<file path="src/i2c_seq_macros.svh">
`ifndef I2C_SEQ_MACROS_SVH
`define I2C_SEQ_MACROS_SVH

// register map of the i2c master core
`define I2C_REG_STATUS      3'd0
`define I2C_REG_ADDR        3'd2
`define I2C_REG_CMD         3'd3
`define I2C_REG_DATA        3'd4
`define I2C_REG_PRESC_LO    3'd6
`define I2C_REG_PRESC_HI    3'd7

// command register values
`define I2C_CMD_WR_START    8'h05 // write + start
`define I2C_CMD_WRITE       8'h04 // write only, repeat byte
`define I2C_CMD_STOP        8'h10

// status register bits
`define I2C_STAT_BUSY_BIT   0
`define I2C_STAT_NACK_BIT   3 // missed ack

// control word layout
`define CTRL_WRITE_BIT      3
`define CTRL_PRESCALE_BIT   5
`define CTRL_ADDR_LSB       6  // 7 bit slave address
`define CTRL_LEN_LSB        13 // 4 bit byte count

`define I2C_PRESCALE_VAL    16'd125 // fixed divider

// widths
`define MEM_W               32
`define WB_ADR_W            3
`define WB_DAT_W            8
`define I2C_ADDR_W          7
`define LEN_W               4

`endif

</file>
<file path="src/i2c_seq_pkg.sv">
`default_nettype none

`include "i2c_seq_macros.svh"

package i2c_seq_pkg;

	// what the decoder asks the sequencer to do
	typedef enum logic [1:0] {
		OP_NONE     = 2'd0,
		OP_WRITE    = 2'd1,
		OP_PRESCALE = 2'd2
	} seq_op_e;

	// one decoded command, 13 bits
	typedef struct packed {
		seq_op_e                  op;
		logic [`I2C_ADDR_W-1:0]   addr; // 7 bit slave address
		logic [`LEN_W-1:0]        len;  // bytes to send
	} i2c_cmd_t;

	// one register access on the master bus, 12 bits
	typedef struct packed {
		logic [`WB_ADR_W-1:0]     adr;
		logic [`WB_DAT_W-1:0]     dat; // don't care on reads
		logic                     we;
	} wb_req_t;

endpackage

`default_nettype wire

</file>
<file path="src/i2c_cmd_decode.sv">
`timescale 1ns/1ps
`default_nettype none

`include "i2c_seq_macros.svh"

module i2c_cmd_decode (
	input  wire                     clk,
	input  wire                     nrst,
	input  wire [`MEM_W-1:0]        memory_control_i,
	input  wire [`MEM_W-1:0]        memory_data_i,
	input  wire                     idle_i,      // sequencer can take a command
	input  wire                     byte_take_i, // low byte consumed
	output i2c_seq_pkg::i2c_cmd_t   cmd_o,
	output logic                    cmd_valid_o,
	output wire [`WB_DAT_W-1:0]     tx_byte_o
);
	import i2c_seq_pkg::*;

	seq_op_e             op_sel;
	logic                load;
	logic [`MEM_W-1:0]   buf_q; // outgoing bytes, low byte next

	// write wins over prescale
	always_comb begin
		op_sel = OP_NONE;
		if (memory_control_i[`CTRL_WRITE_BIT])
			op_sel = OP_WRITE;
		else if (memory_control_i[`CTRL_PRESCALE_BIT])
			op_sel = OP_PRESCALE;
	end

	// sequencer still shows idle during the valid cycle, don't sample twice
	assign load = idle_i && !cmd_valid_o && (op_sel != OP_NONE);

	always_ff @(posedge clk) begin
		if (!nrst) begin
			cmd_valid_o <= 1'b0;
		end else begin
			cmd_valid_o <= load; // one cycle pulse
		end
	end

	// command and data words held until the next load
	always_ff @(posedge clk) begin
		if (load) begin
			cmd_o.op   <= op_sel;
			cmd_o.addr <= memory_control_i[`CTRL_ADDR_LSB +: `I2C_ADDR_W];
			cmd_o.len  <= memory_control_i[`CTRL_LEN_LSB +: `LEN_W];
			buf_q      <= memory_data_i;
		end else if (byte_take_i) begin
			// shift down one byte, zero in at the top
			buf_q <= {{`WB_DAT_W{1'b0}}, buf_q[`MEM_W-1:`WB_DAT_W]};
		end
	end

	assign tx_byte_o = buf_q[`WB_DAT_W-1:0];

endmodule

`default_nettype wire

</file>
<file path="src/i2c_write_sequencer.sv">
`timescale 1ns/1ps
`default_nettype none

`include "i2c_seq_macros.svh"

module i2c_write_sequencer (
	input  wire                     clk,
	input  wire                     nrst,
	input  i2c_seq_pkg::i2c_cmd_t   cmd_i,
	input  wire                     cmd_valid_i,
	input  wire [`WB_DAT_W-1:0]     tx_byte_i,
	input  wire                     acc_done_i,
	input  wire [`WB_DAT_W-1:0]     acc_rdata_i, // status on reads
	output wire                     idle_o,
	output wire                     byte_take_o,
	output wire                     acc_req_o,
	output i2c_seq_pkg::wb_req_t    acc_o,
	output wire                     done_o,
	output wire                     busy_o
);
	import i2c_seq_pkg::*;

	localparam logic [15:0]          PRESC   = `I2C_PRESCALE_VAL;
	localparam logic [`LEN_W-1:0]    CNT_ONE = 'd1;

	typedef enum logic [3:0] {
		S_IDLE,
		S_PRESC_LO,
		S_PRESC_HI,
		S_ADDR,     // slave address register
		S_FILL,     // tx fifo load
		S_START,    // write(+start) command
		S_WAIT_HI,  // poll until busy rises
		S_WAIT_LO,  // poll until busy falls
		S_STOP,
		S_DONE,
		S_ABORT     // stop after missed ack, no done
	} state_e;

	state_e              state_q;
	logic                pend_q;   // access issued, result not back yet
	logic [`LEN_W-1:0]   q_cnt;    // bytes queued in fifo
	logic [`LEN_W-1:0]   sent_cnt; // bytes started on the wire
	logic                need_acc;
	logic                stat_busy;
	logic                stat_nack;

	assign stat_busy = acc_rdata_i[`I2C_STAT_BUSY_BIT];
	assign stat_nack = acc_rdata_i[`I2C_STAT_NACK_BIT];

	// every state but idle and done talks to the core
	assign need_acc    = (state_q != S_IDLE) && (state_q != S_DONE);
	assign acc_req_o   = need_acc && !pend_q;
	assign byte_take_o = acc_req_o && (state_q == S_FILL); // byte leaves with the request

	assign idle_o = (state_q == S_IDLE);
	assign done_o = (state_q == S_DONE);
	assign busy_o = (state_q == S_ADDR) || (state_q == S_FILL) || (state_q == S_START) ||
	                (state_q == S_WAIT_HI) || (state_q == S_WAIT_LO) ||
	                (state_q == S_STOP) || (state_q == S_ABORT);

	// access for the current state
	always_comb begin
		acc_o = '{adr: `I2C_REG_STATUS, dat: '0, we: 1'b0}; // status poll
		case (state_q)
			S_PRESC_LO: acc_o = '{adr: `I2C_REG_PRESC_LO, dat: PRESC[7:0], we: 1'b1};
			S_PRESC_HI: acc_o = '{adr: `I2C_REG_PRESC_HI, dat: PRESC[15:8], we: 1'b1};
			S_ADDR:     acc_o = '{adr: `I2C_REG_ADDR, dat: {1'b0, cmd_i.addr}, we: 1'b1};
			S_FILL:     acc_o = '{adr: `I2C_REG_DATA, dat: tx_byte_i, we: 1'b1};
			S_START: begin
				// start only ahead of the first byte
				if (sent_cnt == '0)
					acc_o = '{adr: `I2C_REG_CMD, dat: `I2C_CMD_WR_START, we: 1'b1};
				else
					acc_o = '{adr: `I2C_REG_CMD, dat: `I2C_CMD_WRITE, we: 1'b1};
			end
			S_STOP, S_ABORT:
				acc_o = '{adr: `I2C_REG_CMD, dat: `I2C_CMD_STOP, we: 1'b1};
			default: ;
		endcase
	end

	always_ff @(posedge clk) begin
		if (!nrst) begin
			state_q  <= S_IDLE;
			pend_q   <= 1'b0;
			q_cnt    <= '0;
			sent_cnt <= '0;
		end else begin
			if (acc_req_o)
				pend_q <= 1'b1;
			else if (acc_done_i)
				pend_q <= 1'b0;

			case (state_q)
				S_IDLE: begin
					if (cmd_valid_i) begin
						q_cnt    <= '0;
						sent_cnt <= '0;
						if (cmd_i.op == OP_WRITE)
							state_q <= S_ADDR;
						else if (cmd_i.op == OP_PRESCALE)
							state_q <= S_PRESC_LO;
					end
				end
				S_PRESC_LO: if (acc_done_i) state_q <= S_PRESC_HI;
				S_PRESC_HI: if (acc_done_i) state_q <= S_DONE;
				S_ADDR:     if (acc_done_i) state_q <= S_FILL;
				S_FILL: begin
					if (acc_done_i) begin
						q_cnt <= q_cnt + CNT_ONE;
						if (q_cnt + CNT_ONE == cmd_i.len) // whole payload queued
							state_q <= S_START;
					end
				end
				S_START: if (acc_done_i) state_q <= S_WAIT_HI;
				S_WAIT_HI: begin
					if (acc_done_i) begin
						if (stat_busy) begin
							sent_cnt <= sent_cnt + CNT_ONE; // byte on its way
							state_q  <= S_WAIT_LO;
						end else if (stat_nack) begin
							state_q <= S_ABORT;
						end
					end
				end
				S_WAIT_LO: begin
					// nack only valid once busy is low
					if (acc_done_i && !stat_busy) begin
						if (stat_nack)
							state_q <= S_ABORT;
						else if (sent_cnt == cmd_i.len)
							state_q <= S_STOP;
						else
							state_q <= S_START; // next byte
					end
				end
				S_STOP:  if (acc_done_i) state_q <= S_DONE;
				S_ABORT: if (acc_done_i) state_q <= S_IDLE;
				S_DONE:  state_q <= S_IDLE; // single cycle done
				default: state_q <= S_IDLE;
			endcase
		end
	end

endmodule

`default_nettype wire

</file>
<file path="src/wb_reg_master.sv">
`timescale 1ns/1ps
`default_nettype none

`include "i2c_seq_macros.svh"

module wb_reg_master (
	input  wire                     clk,
	input  wire                     nrst,
	input  wire                     acc_req_i,
	input  i2c_seq_pkg::wb_req_t    acc_i,
	input  wire [`WB_DAT_W-1:0]     wbm_dat_i,
	input  wire                     wbm_ack_i,
	output logic                    acc_done_o,
	output logic [`WB_DAT_W-1:0]    acc_rdata_o,
	output logic [`WB_ADR_W-1:0]    wbm_adr_o,
	output logic [`WB_DAT_W-1:0]    wbm_dat_o,
	output logic                    wbm_we_o,
	output logic                    wbm_stb_o,
	output logic                    wbm_cyc_o
);
	import i2c_seq_pkg::*;

	wb_req_t   req_q; // access currently on the bus
	logic      take;
	logic      fin;

	assign take = acc_req_i && !wbm_stb_o; // one access at a time
	assign fin  = wbm_stb_o && wbm_ack_i;  // core accepted the access

	// bus handshake, stb held until ack
	always_ff @(posedge clk) begin
		if (!nrst) begin
			wbm_stb_o  <= 1'b0;
			wbm_cyc_o  <= 1'b0;
			wbm_we_o   <= 1'b0;
			acc_done_o <= 1'b0;
		end else begin
			acc_done_o <= fin;
			if (fin) begin
				wbm_stb_o <= 1'b0;
				wbm_cyc_o <= 1'b0;
				wbm_we_o  <= 1'b0;
			end else if (take) begin
				wbm_stb_o <= 1'b1;
				wbm_cyc_o <= 1'b1;
				wbm_we_o  <= acc_i.we;
			end
		end
	end

	// address, write data and read data
	always_ff @(posedge clk) begin
		if (take)
			req_q <= acc_i;
		if (fin)
			acc_rdata_o <= wbm_dat_i; // status value for reads
	end

	assign wbm_adr_o = req_q.adr;
	assign wbm_dat_o = req_q.dat;

endmodule

`default_nettype wire

</file>
<file path="src/i2c_seq_top.sv">
`timescale 1ns/1ps
`default_nettype none

`include "i2c_seq_macros.svh"

module i2c_seq_top (
	input  wire                     clk,
	input  wire                     nrst,
	input  wire [`MEM_W-1:0]        memory_control_i,
	input  wire [`MEM_W-1:0]        memory_data_i,
	output wire                     done_o,
	output wire                     busy_o,
	output wire [`WB_ADR_W-1:0]     wbm_adr_o,
	output wire [`WB_DAT_W-1:0]     wbm_dat_o,
	output wire                     wbm_we_o,
	output wire                     wbm_stb_o,
	output wire                     wbm_cyc_o,
	input  wire [`WB_DAT_W-1:0]     wbm_dat_i,
	input  wire                     wbm_ack_i
);
	import i2c_seq_pkg::*;

	i2c_cmd_t               cmd;
	wire                    cmd_valid;
	wire                    idle;
	wire                    byte_take;
	wire [`WB_DAT_W-1:0]    tx_byte;
	wb_req_t                acc;
	wire                    acc_req;
	wire                    acc_done;
	wire [`WB_DAT_W-1:0]    acc_rdata;

	// control/data words to command
	i2c_cmd_decode i_decode (
		.clk              (clk),
		.nrst             (nrst),
		.memory_control_i (memory_control_i),
		.memory_data_i    (memory_data_i),
		.idle_i           (idle),
		.byte_take_i      (byte_take),
		.cmd_o            (cmd),
		.cmd_valid_o      (cmd_valid),
		.tx_byte_o        (tx_byte)
	);

	i2c_write_sequencer i_seq (
		.clk         (clk),
		.nrst        (nrst),
		.cmd_i       (cmd),
		.cmd_valid_i (cmd_valid),
		.tx_byte_i   (tx_byte),
		.acc_done_i  (acc_done),
		.acc_rdata_i (acc_rdata),
		.idle_o      (idle),
		.byte_take_o (byte_take),
		.acc_req_o   (acc_req),
		.acc_o       (acc),
		.done_o      (done_o),
		.busy_o      (busy_o)
	);

	// register accesses onto the core bus
	wb_reg_master i_wbm (
		.clk         (clk),
		.nrst        (nrst),
		.acc_req_i   (acc_req),
		.acc_i       (acc),
		.wbm_dat_i   (wbm_dat_i),
		.wbm_ack_i   (wbm_ack_i),
		.acc_done_o  (acc_done),
		.acc_rdata_o (acc_rdata),
		.wbm_adr_o   (wbm_adr_o),
		.wbm_dat_o   (wbm_dat_o),
		.wbm_we_o    (wbm_we_o),
		.wbm_stb_o   (wbm_stb_o),
		.wbm_cyc_o   (wbm_cyc_o)
	);

endmodule

`default_nettype wire

</file>
<file path="config.mk">
export PLATFORM = sky130hd
export DESIGN_NAME = i2c_seq_top
export DESIGN_NICKNAME = d
export VERILOG_FILES = /design/src/i2c_seq_pkg.sv /design/src/i2c_cmd_decode.sv /design/src/i2c_write_sequencer.sv /design/src/wb_reg_master.sv /design/src/i2c_seq_top.sv
export VERILOG_INCLUDE_DIRS = /design/src /design/src/src
export SDC_FILE = /design/constraint.sdc
export NUM_CORES = 1
export LEC_CHECK = 0
export BUFFER_PORTS_ARGS = -buffer_cell sky130_fd_sc_hd__buf_2
export CAP_MARGIN = 0
export CORE_UTILIZATION = 55
export CTS_CLUSTER_SIZE = 10
export DETAILED_ROUTE_END_ITERATION = 10
export PLACE_DENSITY = 0.79
export SYNTH_ARGS = -nofsm -noshare
export SYNTH_HDL_FRONTEND = slang
export SYNTH_SLANG_ARGS = --single-unit
</file>
<file path="constraint.sdc">
create_clock -name clk -period 7.4 [get_ports clk]
set_clock_uncertainty 0.05 [all_clocks]
set_input_delay 0.37 -clock clk [delete_from_list [all_inputs] [get_ports clk]]
set_output_delay 0.37 -clock clk [all_outputs]
set_load 0.005 [all_outputs]
</file>
==> impl_metrics.json, run 1 <==
{
  "status": "complete, no violations",
  "r2r_cells": 6,
  "hold_depth": 1,
  "max_cap_viol_count": 0,
  "drive_gt1_share_pct": 32.49,
  "cp_data_required_time_ns": 6.98,
  "clockRootBuffer": "clkbuf_8",
  "clock_latency_ns": 0.34,
  "min_path_type": "in -> reg",
  "setup_tns_ns": 0,
  "antenna_found_initial": 0,
  "ys_types": 50,
  "clockPowerShare_pct": 17.3,
  "dp_hpwl_um": 4564,
  "final-instance-count-excl-fill": 429,
  "synth_edf_count": 58,
  "grt_pass1_wl_um": 10200,
  "ys.warnings.count": 0,
  "min_period_over_period_pct": 41.54,
  "dr.pass1.iters": 4,
  "cts_hold_buffers": 0,
  "std_cell_rows": 28,
  "core_um2": 6026,
  "ys_ff_latch": 75,
  "drt_wl_total_um": 6634,
  "synth.avg_cell_area_um2": 12.29,
  "max-clock-path-buffers": 2,
  "grt.total_usage_pct": 21.10,
  "hold_violations": 0,
  "routabilityCongestion": 0.8981,
  "netlist_area_um2": 3491,
  "max_slew.worst_pin.slew_ns": 0.9448,
  "htreeDepth": 3,
  "vias": 2434,
  "async_flop_share_pct": 0,
  "finalMaxSlewViolations": 0,
  "slew_headroom_pct": 36.53,
  "crit_start": "i_seq.state_q[0]",
  "synth_cells": 284,
  "vias_per_cell": 5.674,
  "ant_nets": 0,
  "grt_pass1_vias": 2221,
  "critPathLaunchType": "flip-flop",
  "min_to": "i_decode.cmd_o[10]",
  "cts_buffers": 9,
  "cts_setup_buffers": 0,
  "die_w_um": 81.67,
  "io_pins": 91,
  "fmax_mhz": 325.3,
  "p_leak_nw": 1.531,
  "r2r-start": "i_seq.state_q[0]",
  "cts_resized": 0,
  "drt_iter0_markers": 170,
  "syn_nets": 362,
  "cp.arrival_ns": 2.65,
  "cts_tree": "done",
  "p_comb_share_pct": 35.2,
  "layout_min_cycle_time_ns": 3.074,
  "cp_max_fo": 26,
  "dieArea_um2": 6670,
  "r2r-end": "i_decode.buf_q[24]",
  "placed_cells": 413,
  "p_sw_mw": 0.5875,
  "die_h_um": 81.67,
  "finalSetupViolations": 0,
  "fillers": 464,
  "post_drt_wl_per_cell_um": 15.46,
  "path_class": "reg -> out",
  "grt_start_max_net_pins": 47,
  "switching_share_pct": 33.38,
  "yosys_most_used_dff": "edfxtp_1",
  "rsz0062_at_grt": "no",
  "min_from": "memory_control_i[12]",
  "pwr-share-seq_pct": 47.5,
  "worstSetupEndpointType": "primary output",
  "floorplan.initialDensity_pct": 57.93,
  "holdWs_ns": 0.1482,
  "ff2ff_setup_slack_ns": 4.40,
  "portBuffers": 65,
  "grt_overflow": 0,
  "ir_drop_uv": 235.7,
  "p_int_mw": 1.172,
  "ys_seq_area_share_pct": 59.64,
  "cts.sinks": 75,
  "drc": 0,
  "powerDensity_nw_per_um2": 432.8,
  "clkSlewWorstSetupHoldPaths_ns": 0.08,
  "nNetsFinal": 427,
  "diodes": 0,
  "area_delta_synth_final_pct": 16.49
}
## metal layers
metal | part of all wire [%] | track usage (%)
met1 | 42 | 26.16
met2 | 49 | 34.08
met3 | 7.7 | 5.889
met4 | 1.4 | 10.18
met5 | 0 | 0
## worst max path at each step
stage                               to  slack, ns  cells after the start
finish                          done_o       4.33                      3
global route                    done_o       4.24                      3
CTS                 i_decode.buf_q[29]       4.38                      6
detailed placement  i_decode.buf_q[29]       4.40                      6
global placement    i_decode.buf_q[29]       4.43                      6
floorplan            i_decode.buf_q[0]       3.55                      5
## metrics by stage
step           util (%)  worst slack (ns)  power [mW]  instance area [µm²]
6_report          67.48             4.326       1.760                 4066
5_1_grt           67.48             4.244       1.865                 4066
4_1_cts           67.48             4.376       1.772                 4066
3_5_place_dp      64.29             4.396       1.464                 3874
3_3_place_gp      64.29             4.435       1.437                 3874
2_1_floorplan         -             3.546       1.304                 3491
## synth_stat cells, types with 7 or more instances
master / n / area [µm²]
edfxtp_1: 58 / 1742
mux2_2: 25 / 281.5
o21ai_0: 9 / 45.04
nor3_1: 7 / 35.03
clkbuf_1: 7 / 26.28
inv_1: 9 / 33.78
nand2_1: 13 / 48.80
xnor2_1: 10 / 87.58
and2_1: 11 / 68.82
a21oi_1: 23 / 115.1
nor2_1: 20 / 75.07
dfxtp_1: 17 / 340.3
## state kept, by name (all words and copies together), names as in the netlist
name and count:
i_seq.pend_q 1, i_wbm.wbm_dat_o 8, i_decode.cmd_o 13, i_decode.cmd_valid_o 1
i_wbm.acc_rdata_o 2, i_wbm.wbm_adr_o 3, i_wbm.wbm_we_o 1, i_decode.buf_q 32
i_seq.sent_cnt 4, i_wbm.acc_done_o 1, i_wbm.wbm_stb_o 1, i_seq.q_cnt 4
i_seq.state_q 4
## layout by cell type (no fill, tap or decap), types with 2 or more instances in the layout
cell type	netlist	routed
nand3_1	6	6
dfxtp_1	17	17
buf_4	1	4
nor3b_1	2	2
edfxtp_1	58	58
nand2b_1	3	3
a22oi_1	2	2
o21ai_0	9	9
mux2_2	25	25
a21oi_1	23	23
nor2_1	20	20
nor3_1	7	7
inv_1	9	9
o21a_1	6	6
o22ai_1	3	3
nand4_1	3	3
clkbuf_8	0	9
ha_1	3	3
xor2_1	3	3
xnor2_1	10	10
and2_1	11	11
nand2_1	13	13
nor2b_1	4	4
and3_1	4	4
buf_2	3	65
o31ai_1	3	2
or3_1	2	2
clkinvlp_4	0	3
mux2i_1	2	2
## area by class of cell
type / count / area (µm²) / area share [%]
Sequential cell: 75 / 2082 / 51.20
Multi-Input combinational cell: 185 / 1309 / 32.18
Timing Repair Buffer: 69 / 355.3 / 8.738
Clock buffer: 10 / 127.6 / 3.138
Tap cell: 75 / 93.84 / 2.308
Clock inverter: 6 / 65.06 / 1.600
Inverter: 9 / 33.78 / 0.8308
## power groups by stage
stage / Clock (mW) / Sequential, mW / Combinational (mW)
final: 0.304 / 0.836 / 0.619
after global routing: 0.322 / 0.857 / 0.685
after CTS: 0.308 / 0.837 / 0.627
after detailed placement: 0 / 0.844 / 0.620
after global placement: 0 / 0.836 / 0.601
after floorplan: 0 / 0.810 / 0.494
## worst max-delay path, cell delays in order, from the launching register on
cell	delay [ns]
dfxtp_1	0.93
inv_1	0.29
nor3_1	0.84
buf_2	0.25
## logic make-up (layout without fill, tap and decap cells)
logic type      Yosys count  in the layout  share of synthesized area (%)
compound gates           56             56                          10.00
xor+xnor                 13             13                          3.262
fa+ha+maj                 3              3                          1.075
buf+inv                  24             94                          3.441
flops                    75             75                          59.64
mux                      27             27                          8.638
simple gates             86             86                          13.94
(Power assumes the default switching activity.)
==> inputs of run 2 (changes only) <==
- CORE_UTILIZATION: 55 -> 53
- PLACE_DENSITY: 0.79 -> 0.76
- clock period: 7.4 -> 2.9 ns (I/O delays scaled with it)
==> run 2 against run 1 <==
  * Worst hold slack worse by 0.13 ns
  * Non-clock buffer count up 19
  * Via count grew 2.6%
  * Total power grew to 2.7 times the previous value
  * Routed wire length increased by 6.0%
  * Sequential power is 150% higher
  * Register-to-register slack lost 3.9 ns
  * Sequential share of layout area is 2.9 points lower
  * Critical endpoint is now i_decode.buf_q[7]
==> impl_metrics.json, run 2 (synthesis results as in run 1) <==
{
  "r2r_cells": 5,
  "post_drt_wl_per_cell_um": 15.63,
  "max_slew.worst_pin.slew_ns": 0.7686,
  "hold_violations": 0,
  "place_area_um2": 3926,
  "cp.arrival_ns": 2.33,
  "layout_min_cycle_time_ns": 2.371,
  "vias": 2498,
  "clockRootBuffer": "clkbuf_8",
  "portBuffers": 65,
  "finalMaxSlewViolations": 0,
  "cts_buffers": 9,
  "min_path_type": "in -> reg",
  "drc": 0,
  "fillers": 468,
  "min_to": "i_decode.buf_q[25]",
  "drive_gt1_share_pct": 32.44,
  "std_cell_rows": 29,
  "setup_tns_ns": 0,
  "slew_headroom_pct": 48.09,
  "nNetsFinal": 446,
  "routabilityCongestion": 0.8694,
  "core_um2": 6350,
  "p_leak_nw": 1.655,
  "dp_hpwl_um": 4647,
  "dr.pass1.iters": 4,
  "clkSlewWorstSetupHoldPaths_ns": 0.08,
  "cts.sinks": 75,
  "max_cap_viol_count": 0,
  "area_delta_synth_final_pct": 23.37,
  "largest_register_ff_count": 32,
  "vias_per_cell": 5.551,
  "grt_pass1_vias": 2518,
  "grt_pass1_wl_um": 11650,
  "cp_max_fo": 32,
  "stdcell_area_um2": 4307,
  "grt.total_usage_pct": 21.64,
  "cts_tree": "done",
  "dieArea_um2": 6915,
  "grt_overflow": 0,
  "die_h_um": 83.16,
  "io_pins": 91,
  "r2r-end": "i_decode.buf_q[7]",
  "final_common_cell": "buf_2",
  "top_register": "i_decode.buf_q",
  "ant_nets": 0,
  "htreeDepth": 3,
  "min_period_over_period_pct": 81.77,
  "clock_latency_ns": 0.35,
  "die_w_um": 83.16,
  "diodes": 0,
  "hold_depth": 2,
  "grt_start_max_net_pins": 46,
  "finalSetupViolations": 0,
  "powerDensity_nw_per_um2": 1110,
  "layout_common_cells": "65 x buf_2, 58 x edfxtp_1, 25 x mux2_2",
  "drt_iter0_markers": 200,
  "r2r-start": "i_seq.state_q[2]",
  "ff2ff_setup_slack_ns": 0.53,
  "cp_data_required_time_ns": 2.86,
  "worstSetupEndpointType": "flip-flop",
  "antenna_found_initial": 0,
  "floorplan.initialDensity_pct": 54.98,
  "fmax_mhz": 421.7,
  "min_from": "memory_data_i[25]",
  "path_class": "reg -> reg",
  "status": "complete, no violations",
  "ir_drop_uv": 632.8,
  "max-clock-path-buffers": 2,
  "rsz0062_at_grt": "no",
  "drt_wl_total_um": 7032,
  "critPathLaunchType": "flip-flop"
}
-- run 2: cell types whose count changed in the layout (fill, tap and decap cells not counted), sizes merged --
| cell | delta |
|---|---|
| bufinv | +2 |
| clkbuf | -1 |
| clkinv | +3 |
| dlygate4sd3 | +14 |
| buf | +5 |
| clkinvlp | -3 |
| inv | -1 |
-- run 2: metal layers --
metal | global-route usage [%] | up-vias | wire [µm]
met2 | 36.29 | 80 | 3468
li1 | - | 1219 | -
met5 | 0 | - | 0
met1 | 26.37 | 1179 | 2978
met4 | 10.82 | 0 | 155
met3 | 4.771 | 20 | 429
-- run 2: how the worst max path moves through the flow --
stage / startpoint / to / slack [ns] / cells past startpoint
finish: i_seq.state_q[2] / i_decode.buf_q[7] / 0.53 / 5
global route: i_seq.state_q[2] / i_decode.buf_q[7] / 0.43 / 5
CTS: i_seq.state_q[2] / i_decode.buf_q[24] / 0.53 / 5
detailed placement: i_seq.state_q[2] / i_decode.buf_q[30] / 0.55 / 5
global placement: i_seq.state_q[2] / i_decode.buf_q[21] / 0.59 / 5
floorplan: i_seq.state_q[0] / i_decode.buf_q[0] / 0.04 / 5
-- run 2: worst max-delay path, stage by stage, from the launching register on --
cell and delay [ns]:
dfxtp_1 0.53, or4_4 0.62, nor3_4 0.24, inv_1 0.12
o31ai_4 0.07, buf_4 0.39
-- run 2: area by class of cell --
class,instances,area (µm²),share of cell area (%)
Clock buffer,9,123.9,2.876
Inverter,9,33.78,0.7844
Clock inverter,7,116.4,2.702
Timing Repair Buffer,88,545.5,12.67
Sequential cell,75,2082,48.34
Multi-Input combinational cell,185,1309,30.39
Tap cell,77,96.34,2.237
-- run 2: stage by stage --
| step | setup WS, ns | cells | total power [mW] | utilization [%] | hold slack [ns] |
|---|---|---|---|---|---|
| 2_1_floorplan | 0.04203 | 284 | 3.323 | - | 0.1939 |
| 3_3_place_gp | 0.5868 | 420 | 3.750 | 61.83 | 0.2725 |
| 3_5_place_dp | 0.5514 | 420 | 3.812 | 61.83 | 0.2731 |
| 4_1_cts | 0.5345 | 450 | 4.776 | 67.82 | 0.01648 |
| 5_1_grt | 0.4299 | 450 | 5.047 | 67.82 | 0.01774 |
| 6_report | 0.5286 | 450 | 4.780 | 67.82 | 0.01517 |
-- run 2: repair_timing --
item                      4_1_cts  5_1_grt
hold buffers                   14        0
gates resized for setup         0        0
hold endpoints to repair       14        0
buffers inserted                0        0
-- run 2: where the power goes --
part / internal [mW] / switching, mW / total, mW / leakage, nW
Clock: 0.570 / 0.391 / 0.960 / 0.121
Combinational: 0.797 / 0.947 / 1.74 / 0.832
Sequential: 1.87 / 0.204 / 2.08 / 0.702
Total: 3.24 / 1.54 / 4.78 / 1.65
